**config.mk**
```make
export PLATFORM = sky130hd
export DESIGN_NAME = syndrome_top
export DESIGN_NICKNAME = d
export VERILOG_FILES = /design/src/design/bch_pkg.sv /design/src/design/even_syndrome.sv /design/src/design/gf_mult.sv /design/src/design/odd_syndrome_lane.sv /design/src/design/syndrome_ctrl.sv /design/src/design/syndrome_top.sv
export SDC_FILE = /design/constraint.sdc
export NUM_CORES = 2
export LEC_CHECK = 0
export ABC_AREA = 1
export BUFFER_PORTS_ARGS = -buffer_cell sky130_fd_sc_hd__buf_4
export CAP_MARGIN = 0
export CORE_MARGIN = 3
export CORE_UTILIZATION = 61
export CTS_BUF_LIST = sky130_fd_sc_hd__clkbuf_8
export DETAILED_ROUTE_END_ITERATION = 10
export PLACE_DENSITY = 0.77
export SLEW_MARGIN = 40
export SYNTH_ARGS = -nofsm -noshare
export SYNTH_HDL_FRONTEND = slang
export SYNTH_SLANG_ARGS = --single-unit
```
**constraint.sdc**
```tcl
create_clock -name i_clk -period 32.7 [get_ports i_clk]
set_clock_uncertainty 0.2 [all_clocks]
set_input_delay 6.54 -clock i_clk [delete_from_list [all_inputs] [get_ports i_clk]]
set_output_delay 6.54 -clock i_clk [all_outputs]
set_load 0.02 [all_outputs]
```
**src/design/bch_pkg.sv**
```systemverilog
package bch_pkg;

    localparam int GF_W      = 10; // widest field, GF(2^10)
    localparam int LANE_BITS = 8;  // serial bits per input byte
    localparam int CNT_W     = 8;  // byte counter, up to 128 + 3

    typedef logic [GF_W-1:0] gf_elem_t;

    typedef enum logic [1:0] {
        CODE_BCH_63   = 2'd0, // BCH(63,51), t=2
        CODE_BCH_255  = 2'd1, // BCH(255,239), t=2
        CODE_BCH_1023 = 2'd2  // BCH(1023,983), t=4
    } code_sel_e;

    typedef struct packed {
        gf_elem_t s1;
        gf_elem_t s3;
        gf_elem_t s5;
        gf_elem_t s7;
    } odd_syn_t;

    typedef struct packed {
        gf_elem_t s1;
        gf_elem_t s2;
        gf_elem_t s3;
        gf_elem_t s4;
        gf_elem_t s5;
        gf_elem_t s6;
        gf_elem_t s7;
        gf_elem_t s8;
    } syndrome_vec_t;

    function automatic logic [GF_W:0] field_poly(code_sel_e code);
        case (code)
            CODE_BCH_63:  return 11'h043; // x^6+x+1
            CODE_BCH_255: return 11'h11d; // x^8+x^4+x^3+x^2+1
            default:      return 11'h409; // x^10+x^3+1
        endcase
    endfunction

    function automatic int field_deg(code_sel_e code);
        case (code)
            CODE_BCH_63:  return 6;
            CODE_BCH_255: return 8;
            default:      return 10;
        endcase
    endfunction

    // shift-and-add, msb of b first, reduced after every shift
    function automatic gf_elem_t gf_mul_fn(gf_elem_t a, gf_elem_t b, code_sel_e code);
        logic [GF_W:0] acc;
        logic [GF_W:0] poly;
        int            deg;
        acc  = '0;
        poly = field_poly(code);
        deg  = field_deg(code);
        for (int i = GF_W - 1; i >= 0; i--) begin
            acc = acc << 1;
            if (acc[deg]) begin
                acc = acc ^ poly;
            end
            if (b[i]) begin
                acc = acc ^ {1'b0, a};
            end
        end
        return acc[GF_W-1:0];
    endfunction

    // alpha^-1 is the polynomial shifted down by one, the constant term drops out
    function automatic gf_elem_t alpha_inv_pow(code_sel_e code, int unsigned k);
        gf_elem_t inv;
        gf_elem_t acc;
        inv = gf_elem_t'(field_poly(code) >> 1);
        acc = gf_elem_t'(1);
        for (int unsigned i = 0; i < k; i++) begin
            acc = gf_mul_fn(acc, inv, code);
        end
        return acc;
    endfunction

    function automatic logic [CNT_W-1:0] bytes_per_code(code_sel_e code);
        case (code)
            CODE_BCH_63:  return 8'd8;   // 63 bits padded to 64
            CODE_BCH_255: return 8'd32;
            default:      return 8'd128;
        endcase
    endfunction

    function automatic logic [1:0] even_depth(code_sel_e code);
        return (code == CODE_BCH_1023) ? 2'd3 : 2'd2; // S8 needs a third square
    endfunction

endpackage

```
**src/design/even_syndrome.sv**
```systemverilog
`timescale 1ns/1ps

module even_syndrome import bch_pkg::*; (
    input  logic      i_clk,
    input  logic      i_rst_n,
    input  code_sel_e i_code,
    input  odd_syn_t  i_odd,
    output gf_elem_t  o_s2,
    output gf_elem_t  o_s4,
    output gf_elem_t  o_s6,
    output gf_elem_t  o_s8
);

    logic     wide_code;
    gf_elem_t sq_s2;
    gf_elem_t sq_s4;
    gf_elem_t sq_s6;
    gf_elem_t sq_s8;
    gf_elem_t s2_q;
    gf_elem_t s4_q;
    gf_elem_t s6_q;
    gf_elem_t s8_q;

    assign wide_code = (i_code == CODE_BCH_1023); // only t=4 uses S6 and S8

    // S(2j) = S(j)^2 for binary codes
    gf_mult u_sq_s2 (.i_a(i_odd.s1), .i_b(i_odd.s1), .i_code(i_code), .o_product(sq_s2));
    gf_mult u_sq_s4 (.i_a(s2_q),     .i_b(s2_q),     .i_code(i_code), .o_product(sq_s4));
    gf_mult u_sq_s6 (.i_a(i_odd.s3), .i_b(i_odd.s3), .i_code(i_code), .o_product(sq_s6));
    gf_mult u_sq_s8 (.i_a(s4_q),     .i_b(s4_q),     .i_code(i_code), .o_product(sq_s8));

    always_ff @(posedge i_clk) begin
        if (!i_rst_n) begin
            s2_q <= '0;
            s4_q <= '0;
            s6_q <= '0;
            s8_q <= '0;
        end else begin
            s2_q <= sq_s2;                     // one cycle behind S1
            s4_q <= sq_s4;                     // two cycles
            s6_q <= wide_code ? sq_s6 : '0;    // one cycle behind S3
            s8_q <= wide_code ? sq_s8 : '0;    // three cycles
        end
    end

    assign o_s2 = s2_q;
    assign o_s4 = s4_q;
    assign o_s6 = s6_q;
    assign o_s8 = s8_q;

endmodule

```
**src/design/gf_mult.sv**
```systemverilog
`timescale 1ns/1ps

module gf_mult import bch_pkg::*; (
    input  gf_elem_t  i_a,
    input  gf_elem_t  i_b,
    input  code_sel_e i_code,
    output gf_elem_t  o_product
);

    gf_elem_t field_mask;
    gf_elem_t a_in;
    gf_elem_t b_in;

    // smaller fields sit in the low bits
    always_comb begin
        field_mask = '0;
        for (int i = 0; i < GF_W; i++) begin
            field_mask[i] = (i < field_deg(i_code)); // bits above the degree are unused
        end
    end

    assign a_in = i_a & field_mask;
    assign b_in = i_b & field_mask;

    assign o_product = gf_mul_fn(a_in, b_in, i_code); // reduced by selected polynomial

endmodule

```
**src/design/odd_syndrome_lane.sv**
```systemverilog
`timescale 1ns/1ps

module odd_syndrome_lane import bch_pkg::*; #(
    parameter int SYN_IDX = 1 // odd syndrome index j
) (
    input  logic                 i_clk,
    input  logic                 i_rst_n,
    input  code_sel_e            i_code,
    input  logic                 i_clear_and_wen,
    input  logic                 i_wen,
    input  logic [LANE_BITS-1:0] i_data,
    output gf_elem_t             o_syn
);

    // alpha^(-8j) moves every power register forward by one byte
    localparam gf_elem_t STEP [4] = '{
        alpha_inv_pow(CODE_BCH_63, LANE_BITS * SYN_IDX),
        alpha_inv_pow(CODE_BCH_255, LANE_BITS * SYN_IDX),
        alpha_inv_pow(CODE_BCH_1023, LANE_BITS * SYN_IDX),
        '0 // reserved code
    };

    logic     lane_on;
    logic     pow_nz;
    gf_elem_t acc_q;
    gf_elem_t first_sum;
    gf_elem_t next_sum;
    gf_elem_t pow_q      [LANE_BITS];
    gf_elem_t pow_step   [LANE_BITS];
    gf_elem_t init_pow   [LANE_BITS];
    gf_elem_t first_term [LANE_BITS];
    gf_elem_t next_term  [LANE_BITS];

    assign lane_on = (SYN_IDX <= 3) || (i_code == CODE_BCH_1023); // t=2 codes stop at S3

    for (genvar i = 0; i < LANE_BITS; i++) begin : g_bit
        localparam int N_FIRST = SYN_IDX * i;
        localparam int N_INIT  = SYN_IDX * (LANE_BITS + i);
        localparam gf_elem_t FIRST [4] = '{
            alpha_inv_pow(CODE_BCH_63, N_FIRST),
            alpha_inv_pow(CODE_BCH_255, N_FIRST),
            alpha_inv_pow(CODE_BCH_1023, N_FIRST),
            '0
        };
        localparam gf_elem_t INIT [4] = '{
            alpha_inv_pow(CODE_BCH_63, N_INIT),
            alpha_inv_pow(CODE_BCH_255, N_INIT),
            alpha_inv_pow(CODE_BCH_1023, N_INIT),
            '0
        };

        logic bit_r;

        assign bit_r         = i_data[LANE_BITS-1-i]; // msb arrives first
        assign first_term[i] = FIRST[i_code] & {GF_W{bit_r}};
        assign next_term[i]  = pow_q[i] & {GF_W{bit_r}};
        assign init_pow[i]   = INIT[i_code];

        gf_mult u_step (
            .i_a       (pow_q[i]),
            .i_b       (STEP[i_code]),
            .i_code    (i_code),
            .o_product (pow_step[i])
        );
    end

    always_comb begin
        first_sum = '0;
        next_sum  = '0;
        pow_nz    = 1'b1;
        for (int k = 0; k < LANE_BITS; k++) begin
            first_sum = first_sum ^ first_term[k];
            next_sum  = next_sum ^ next_term[k];
            pow_nz    = pow_nz & (pow_q[k] != '0);
        end
    end

    always_ff @(posedge i_clk) begin
        if (!i_rst_n) begin
            acc_q <= '0;
            for (int k = 0; k < LANE_BITS; k++) begin
                pow_q[k] <= '0;
            end
        end else if (i_clear_and_wen) begin
            acc_q <= lane_on ? first_sum : '0; // first byte starts a new frame
            for (int k = 0; k < LANE_BITS; k++) begin
                pow_q[k] <= lane_on ? init_pow[k] : '0;
            end
        end else if (i_wen && lane_on) begin
            acc_q <= acc_q ^ next_sum;
            for (int k = 0; k < LANE_BITS; k++) begin
                pow_q[k] <= pow_step[k];
            end
        end
    end

    assign o_syn = acc_q;

    // a zero power would silently drop bits for the rest of the frame
    a_pow_nonzero: assert property (@(posedge i_clk) disable iff (!i_rst_n)
        (i_clear_and_wen && lane_on) |=> (pow_nz until_with i_clear_and_wen))
        else $error("lane S%0d: power register reached zero", SYN_IDX);

endmodule

```
**src/design/syndrome_ctrl.sv**
```systemverilog
`timescale 1ns/1ps

module syndrome_ctrl import bch_pkg::*; (
    input  logic      i_clk,
    input  logic      i_rst_n,
    input  code_sel_e i_code,
    input  logic      i_clear_and_wen,
    input  logic      i_wen,
    output logic      o_odd_valid,
    output logic      o_all_valid
);

    logic [CNT_W-1:0] cnt_q;
    logic [CNT_W-1:0] odd_cnt;
    logic [CNT_W-1:0] all_cnt;

    assign odd_cnt = bytes_per_code(i_code);
    assign all_cnt = odd_cnt + {{(CNT_W-2){1'b0}}, even_depth(i_code)}; // saturation point

    // counts bytes, then keeps counting while the squaring stage settles
    always_ff @(posedge i_clk) begin
        if (!i_rst_n) begin
            cnt_q <= '0;
        end else if (i_clear_and_wen) begin
            cnt_q <= {{(CNT_W-1){1'b0}}, 1'b1}; // first byte taken
        end else if (cnt_q >= odd_cnt) begin
            if (cnt_q < all_cnt) begin
                cnt_q <= cnt_q + 1'b1;
            end
        end else if (i_wen) begin
            cnt_q <= cnt_q + 1'b1;
        end
    end

    always_comb begin
        o_odd_valid = (cnt_q >= odd_cnt) && !i_clear_and_wen;
        o_all_valid = (cnt_q >= all_cnt) && !i_clear_and_wen;
    end

    a_code_legal: assert property (@(posedge i_clk) disable iff (!i_rst_n)
        i_code inside {CODE_BCH_63, CODE_BCH_255, CODE_BCH_1023})
        else $error("reserved value on i_code");

    // a frame carries exactly bytes_per_code bytes
    a_no_extra_byte: assert property (@(posedge i_clk) disable iff (!i_rst_n)
        (i_wen && !i_clear_and_wen) |-> (cnt_q < odd_cnt))
        else $error("byte written after the end of the frame");

endmodule

```
**src/design/syndrome_top.sv**
```systemverilog
`timescale 1ns/1ps

module syndrome_top import bch_pkg::*; (
    input  logic                 i_clk,
    input  logic                 i_rst_n,
    input  code_sel_e            i_code,
    input  logic                 i_clear_and_wen,
    input  logic                 i_wen,
    input  logic [LANE_BITS-1:0] i_data,
    output syndrome_vec_t        o_syndromes,
    output logic                 o_odd_valid,
    output logic                 o_all_valid
);

    odd_syn_t odd_syn;
    gf_elem_t s1;
    gf_elem_t s2;
    gf_elem_t s3;
    gf_elem_t s4;
    gf_elem_t s5;
    gf_elem_t s6;
    gf_elem_t s7;
    gf_elem_t s8;

    odd_syndrome_lane #(.SYN_IDX(1)) u_lane_s1 (
        .i_clk, .i_rst_n, .i_code, .i_clear_and_wen, .i_wen, .i_data,
        .o_syn (s1)
    );

    odd_syndrome_lane #(.SYN_IDX(3)) u_lane_s3 (
        .i_clk, .i_rst_n, .i_code, .i_clear_and_wen, .i_wen, .i_data,
        .o_syn (s3)
    );

    odd_syndrome_lane #(.SYN_IDX(5)) u_lane_s5 (
        .i_clk, .i_rst_n, .i_code, .i_clear_and_wen, .i_wen, .i_data,
        .o_syn (s5)
    );

    odd_syndrome_lane #(.SYN_IDX(7)) u_lane_s7 (
        .i_clk, .i_rst_n, .i_code, .i_clear_and_wen, .i_wen, .i_data,
        .o_syn (s7)
    );

    assign odd_syn = '{s1: s1, s3: s3, s5: s5, s7: s7};

    even_syndrome u_even (
        .i_clk   (i_clk),
        .i_rst_n (i_rst_n),
        .i_code  (i_code),
        .i_odd   (odd_syn),
        .o_s2    (s2),
        .o_s4    (s4),
        .o_s6    (s6),
        .o_s8    (s8)
    );

    syndrome_ctrl u_ctrl (
        .i_clk           (i_clk),
        .i_rst_n         (i_rst_n),
        .i_code          (i_code),
        .i_clear_and_wen (i_clear_and_wen),
        .i_wen           (i_wen),
        .o_odd_valid     (o_odd_valid),
        .o_all_valid     (o_all_valid)
    );

    assign o_syndromes = '{
        s1: odd_syn.s1, s2: s2,
        s3: odd_syn.s3, s4: s4,
        s5: odd_syn.s5, s6: s6,
        s7: odd_syn.s7, s8: s8
    };

endmodule

```
== Yosys cells after proc, flatten, opt, wreduce, memory -nomap -nowiden ==
Memory sizes are Yosys's and may differ from the RTL's.
Index checks and enable logic that the tools add are counted.
Storage, ports and cells
  bits in registers: 88
  memory bits (writable): 320
  memory bits (read-only): 16
  input port bits: 14
  logic and storage cells: 2863
  memories kept: 5
Memories
  u_lane_s1.pow_q: depth 8, bits a word 10, read ports 8, clocked after Yosys merged registers in 0, write ports 8, line odd_syndrome_lane.sv:28  | gf_elem_t pow_q [LANE_BITS];
  u_lane_s3.pow_q: depth 8, bits a word 10, read ports 8, clocked after Yosys merged registers in 0, write ports 8, line odd_syndrome_lane.sv:28
  u_lane_s5.pow_q: depth 8, bits a word 10, read ports 8, clocked after Yosys merged registers in 0, write ports 8, line odd_syndrome_lane.sv:28
  u_lane_s7.pow_q: depth 8, bits a word 10, read ports 8, clocked after Yosys merged registers in 0, write ports 8, line odd_syndrome_lane.sv:28
  (no name shown): depth 16, bits a word 1, read ports 1, clocked after Yosys merged registers in 0, write ports 0, line bch_pkg.sv:59  | if (acc[deg]) begin
Operators by class
  $add $sub $neg: 2
  $lt $le $gt $ge: 15
  eq/ne operators: 4
  muxes and demuxes: 1903
  bitwise operators: 911
  reductions and logical operators: 13
Operator list (number)
  $mux W10: 864
  $xor A10 B10 Y10: 744
  $bmux W1 S4: 324
  $and A10 B10 Y10: 101
  $bmux W10 S2: 45
  $mux W1: 664
  $lt A4 B32 Y1 const A: 4
  $lt A3 B32 Y1 const A: 2
  $lt A5 B32 Y1 const A: 2
  $or A1 B1 Y1: 64
  $lt A2 B32 Y1 const A: 1
  $mux W8: 3
  $pmux W9 S2: 1
  $ge A8 B8 Y1: 2
  $pmux W8 S2: 1
  $add A8 B1 Y8 const B: 1
  $add A8 B2 Y8: 1
  $lt A8 B8 Y1: 1
  $pmux W4 S2: 1
  $reduce_and A2 Y1: 3
  $reduce_bool A2 Y1: 3
  $lt A4 B5 Y1 const B: 1
  $lt A1 B4 Y1 const A: 1
  $ge A3 B3 Y1 const B: 1
  other kinds (11): 13

== Longest topological paths before layout ==
  depth after elaboration: 63
  gate-level depth with buffers: 84
  mapped depth without buffers: 55

== By module ==
A second synthesis with hierarchy kept.
Second synthesis, totals
  cell total of the unflattened synthesis: 23529
  area, all modules: 124135.3 um^2
By module, submodules not included
  gf_mult at u_even.u_sq_s2 ...: times used 35, cells an instance 549, area each 2712.6 um^2, seq. area each 0.0 um^2
  odd_syndrome_lane at u_lane_s5: times used 1, cells an instance 904, area each 6279.8 um^2, seq. area each 2592.5 um^2
  odd_syndrome_lane at u_lane_s1: times used 1, cells an instance 869, area each 6109.6 um^2, seq. area each 2572.5 um^2
  odd_syndrome_lane at u_lane_s3: times used 1, cells an instance 839, area each 6107.1 um^2, seq. area each 2592.5 um^2
  odd_syndrome_lane at u_lane_s7: times used 1, cells an instance 911, area each 6103.4 um^2, seq. area each 2562.5 um^2
  gf_mult at u_lane_s7.g_bit[7].u_step: times used 1, cells an instance 567, area each 2753.9 um^2, seq. area each 0.0 um^2
  even_syndrome: times used 1, cells an instance 126, area each 1192.4 um^2, seq. area each 800.8 um^2
  syndrome_ctrl: times used 1, cells an instance 98, area each 648.1 um^2, seq. area each 160.2 um^2

== Worst setup path after synthesis ==
No wires, ideal clock.
  path kind: in2out
  start point: in i_code[1]
  end point: out o_all_valid
  arrival time: 20.442 ns
  data required time: 25.960 ns
  slack: 5.518 ns
  cell stages on the path: 36
  path buffers: 27
  cells stage by stage: clkbuf_1 clkinv_1 clkbuf_1 buf_1 clkbuf_1 buf_1 clkbuf_1 clkbuf_1 ha_1 buf_6 inv_4 buf_8 buf_8 buf_6 buf_6 buf_8 buf_4 buf_6 buf_4 buf_6 buf_6 buf_4 buf_2 buf_2 buf_2 buf_4 buf_2 buf_2 buf_2 clkbuf_1 ha_1 a211o_1 a21oi_1 nand2_1 o21ai_0 inv_1
On the way
  longest elaborated chain between the ends: 5
Ends and longest elaborated chain
  start: declaration: line syndrome_top.sv:6  | input code_sel_e i_code,
  $eq A2 B1 Y1 (tied with other cells): line bch_pkg.sv:82  | case (code)
  $pmux W8 S2 or $mux W1 (tied branches): line bch_pkg.sv:82, bch_pkg.sv:90
  $add A8 B2 Y8 (*): line syndrome_ctrl.sv:18  | assign all_cnt = odd_cnt + {{(CNT_W-2){1'b0}}, even_depth(i_code)};
  $ge A8 B8 Y1 (*): line syndrome_ctrl.sv:37  | o_all_valid = (cnt_q >= all_cnt) && !i_clear_and_wen;
  $logic_and A1 B1 Y1 (*): line syndrome_ctrl.sv:37
  end: declaration: line syndrome_top.sv:12  | output logic o_all_valid
Mark *: on every way between the ends. The rest lies on a longest branch, timed or not.

== Worst setup path in the final report ==
Same ends and word-level chain as after synthesis.

==> flow_metrics.env <==
export IMPL_status="finished clean"
export IMPL_port_buffers=95
export IMPL_hold_ws_ns=0.297
export IMPL_met1Wirelength_um=125000
export IMPL_final_common_cell="nand2_1"
export IMPL_worstSetupEndpointType="primary output"
export IMPL_async_flop_share_pct=0
export IMPL_antenna_found_initial=8
export IMPL_finalCriticalPeriod_ns=16.24
export IMPL_crit_path_max_fanout=72
export IMPL_relSlewSlack_pct=37.7
export IMPL_synth_ff_type="edfxtp_1"
export IMPL_grt_max_degree=146
export IMPL_htree_levels=3
export IMPL_ys_warn_count=0
export IMPL_cts_sinks=408
export IMPL_yosysTopAreaCell="nand2_1"
export IMPL_final_hold_viol_count=0
export IMPL_drtIter0Drc=11615
export IMPL_detail_route_wirelength_um=318000
export IMPL_cp_arrival_ns=9.50
export IMPL_dp_cells=16476
export IMPL_die_area_sq_mm=0.159
export IMPL_rsz0062_at_grt="false"
export IMPL_top_layer="met5"
export IMPL_required_ns=25.96
export IMPL_ys_ff_latch=408
export IMPL_cap_violations=0
export IMPL_rows=143
export IMPL_setup_tns_ns=0
export IMPL_worstMarginPinSlew_ns=0.935
export IMPL_criticalPathCategory="in2out"
export IMPL_nets=14851
export IMPL_wl_per_cell_um=19.1
export IMPL_clk_path_buf_depth=3
export IMPL_synth_cell_area_sq_mm=0.0940
export IMPL_fp_dieH_um=399
export IMPL_cts_clk_slew_worst_paths_ns=0.06
export IMPL_hpwlAfterDp_um=221000
export IMPL_post_cts_resized=0
export IMPL_grt_pass1_vias=88363
export IMPL_first_pass_iters=10
export IMPL_synth_area_top_cells="nand2_1 (17%), xor2_1 (17%), xnor2_1 (10%), edfxtp_1 (9.9%), nand3_1 (5.1%)"
export IMPL_fin_crit_sh_pct=49.7
export IMPL_max_freq_mhz=61.6
export IMPL_yosysTopAreaCellShare_pct=17.4
export IMPL_dr_wl_met3_um=38300
export IMPL_vias=96306
export IMPL_synth_nets=15286
export IMPL_grt_usage_pct=38.6
export IMPL_final_setup_viol_count=0
export IMPL_post_cts_buffers=0
export IMPL_core_sq_mm=0.152
export IMPL_wl_met2_um=136000
export IMPL_maxSlewViolCount=0
export IMPL_cts_hold_buf=0
export IMPL_hold_path_class="reg2reg"
export IMPL_gp_congestion=0.995
export IMPL_die_x_um=399
export IMPL_synthCells=14965
export IMPL_synth_edf_count=311
export IMPL_leakagePower_nw=43.2
export IMPL_cts_tree="yes"
export IMPL_start_util_pct=61.6
export IMPL_grt_pass1_wl_um=493000
export IMPL_via_per_inst=5.79
export IMPL_worst_skew_pair_late_latency_ns=0.82
export IMPL_peakVddDrop_v=0.0000325
export IMPL_clockRootBuffer="clkbuf_8"
export IMPL_fillers=14723
export IMPL_io_pins=96
export IMPL_grt_ovfl_total=0
export IMPL_synth_distinct_cells=89
export IMPL_cts_buffers=81
export IMPL_drc=0
export IMPL_cellPowerDensity_mw_per_mm2=48.7
export IMPL_stdcell_count=16636
export IMPL_postLayoutCoreUtil_pct=62.9
export IMPL_detail_route_antenna_nets=0
export IMPL_syn2layout_area_growth_pct=2.08
export IMPL_crit_path_start_kind="input port"
export IMPL_yosysSeqAreaShare_pct=12.0
export IMPL_final_cell_mix="nand2_1 (4,348), xor2_1 (1,813), inv_1 (1,259), xnor2_1 (1,086), nor2_1 (1,060)"
export IMPL_drive_gt1_share_pct=9.51
export IMPL_synth_avg_cell_area_sq_um=6.28
==> per-layer routing <==
metal	GRT usage (%)	vias up
li1	-	46323
met1	50.4	43493
met2	60.4	5391
met3	7.54	1095
met4	19.8	4
met5	0	-
==> where the power goes <==
part | internal [mW] | total, mW | switching (mW)
logic | 1.18 | 3.26 | 2.09
clock network | 0.382 | 0.664 | 0.282
registers | 0.631 | 0.745 | 0.114
==> through the flow <==
stage | total power, mW | setup WS, ns | area, sq um
2_1_floorplan | 3.29 | 5.52 | 94000
3_3_place_gp | 3.89 | 16.47 | 93900
3_5_place_dp | 3.93 | 16.51 | 93900
4_1_cts | 4.61 | 16.50 | 95900
5_1_grt | 5.04 | 16.32 | 95900
6_report | 4.67 | 16.46 | 95900
==> state kept, by name, summed over array words and instances (netlist names), 80 cells and up <==
signal / count
u_lane_s1.pow_q: 80
u_lane_s3.pow_q: 80
u_lane_s5.pow_q: 80
u_lane_s7.pow_q: 80
==> synth_stat cells (16+ instances only) <==
library cell	count
inv_2	109
buf_4	108
edfxtp_1	311
xor2_1	1813
buf_6	106
ha_1	307
nor3_1	57
xnor2_1	1086
buf_2	222
nor2_2	70
nand3_1	961
nand2_1	4359
clkbuf_1	180
o21ai_2	29
o211ai_2	30
o21a_1	16
a21oi_1	600
xor2_2	19
nand2_4	75
nand3b_1	90
inv_1	1241
nor2_4	21
nand2_2	441
or2_2	52
a31oi_1	25
nand3_2	91
buf_1	72
o221ai_1	34
or2_1	30
o21ai_1	179
dfxtp_1	97
o211ai_1	99
nor2_1	1068
o21ai_0	551
nand4_1	141
o22ai_1	41
==> worst max-delay path, stage by stage <==
cell and delay, ns:
buf_4 0.22, inv_4 0.49, ha_4 0.62, inv_16 0.24, ha_1 0.39, a211o_1 0.31, a21oi_1 0.21, nand2_1 0.07
o21ai_0 0.15, inv_1 0.07, buf_4 0.15
==> path summary, 6_finish.rpt <==
path	startpoint	slack, ns	cells past startpoint	end
hold reg to reg	u_lane_s7.pow_q[0][9]	0.30	2	u_lane_s7.pow_q[0][9]
setup reg to reg	u_lane_s3.o_syn[1]	26.38	38	u_even.o_s6[2]
setup / recovery	i_code[1]	16.46	11	o_all_valid
hold / removal	u_lane_s7.pow_q[0][9]	0.30	2	u_lane_s7.pow_q[0][9]
==> kinds of logic after synthesis <==
group           count (synthesis)  synth area share, %
simple gates                 7504                 35.2
xor+xnor                     2930                 27.6
buf+inv                      2096                 10.5
compound gates               1720                 10.7
flops                         408                 12.0
fa+ha+maj                     307                 4.09
==> cell type report <==
class,instances,area [sq um],area share [%]
Timing Repair Buffer,208,1820,1.90
Clock buffer,93,1280,1.33
Tap cell,2030,2540,2.65
Clock inverter,59,676,0.704
Sequential cell,408,11300,11.8
Inverter,1370,5230,5.45
Antenna cell,7,17.5,0.0183
Multi-Input combinational cell,12461,73100,76.2
No activity file was read; power rests on OpenSTA's default activity.
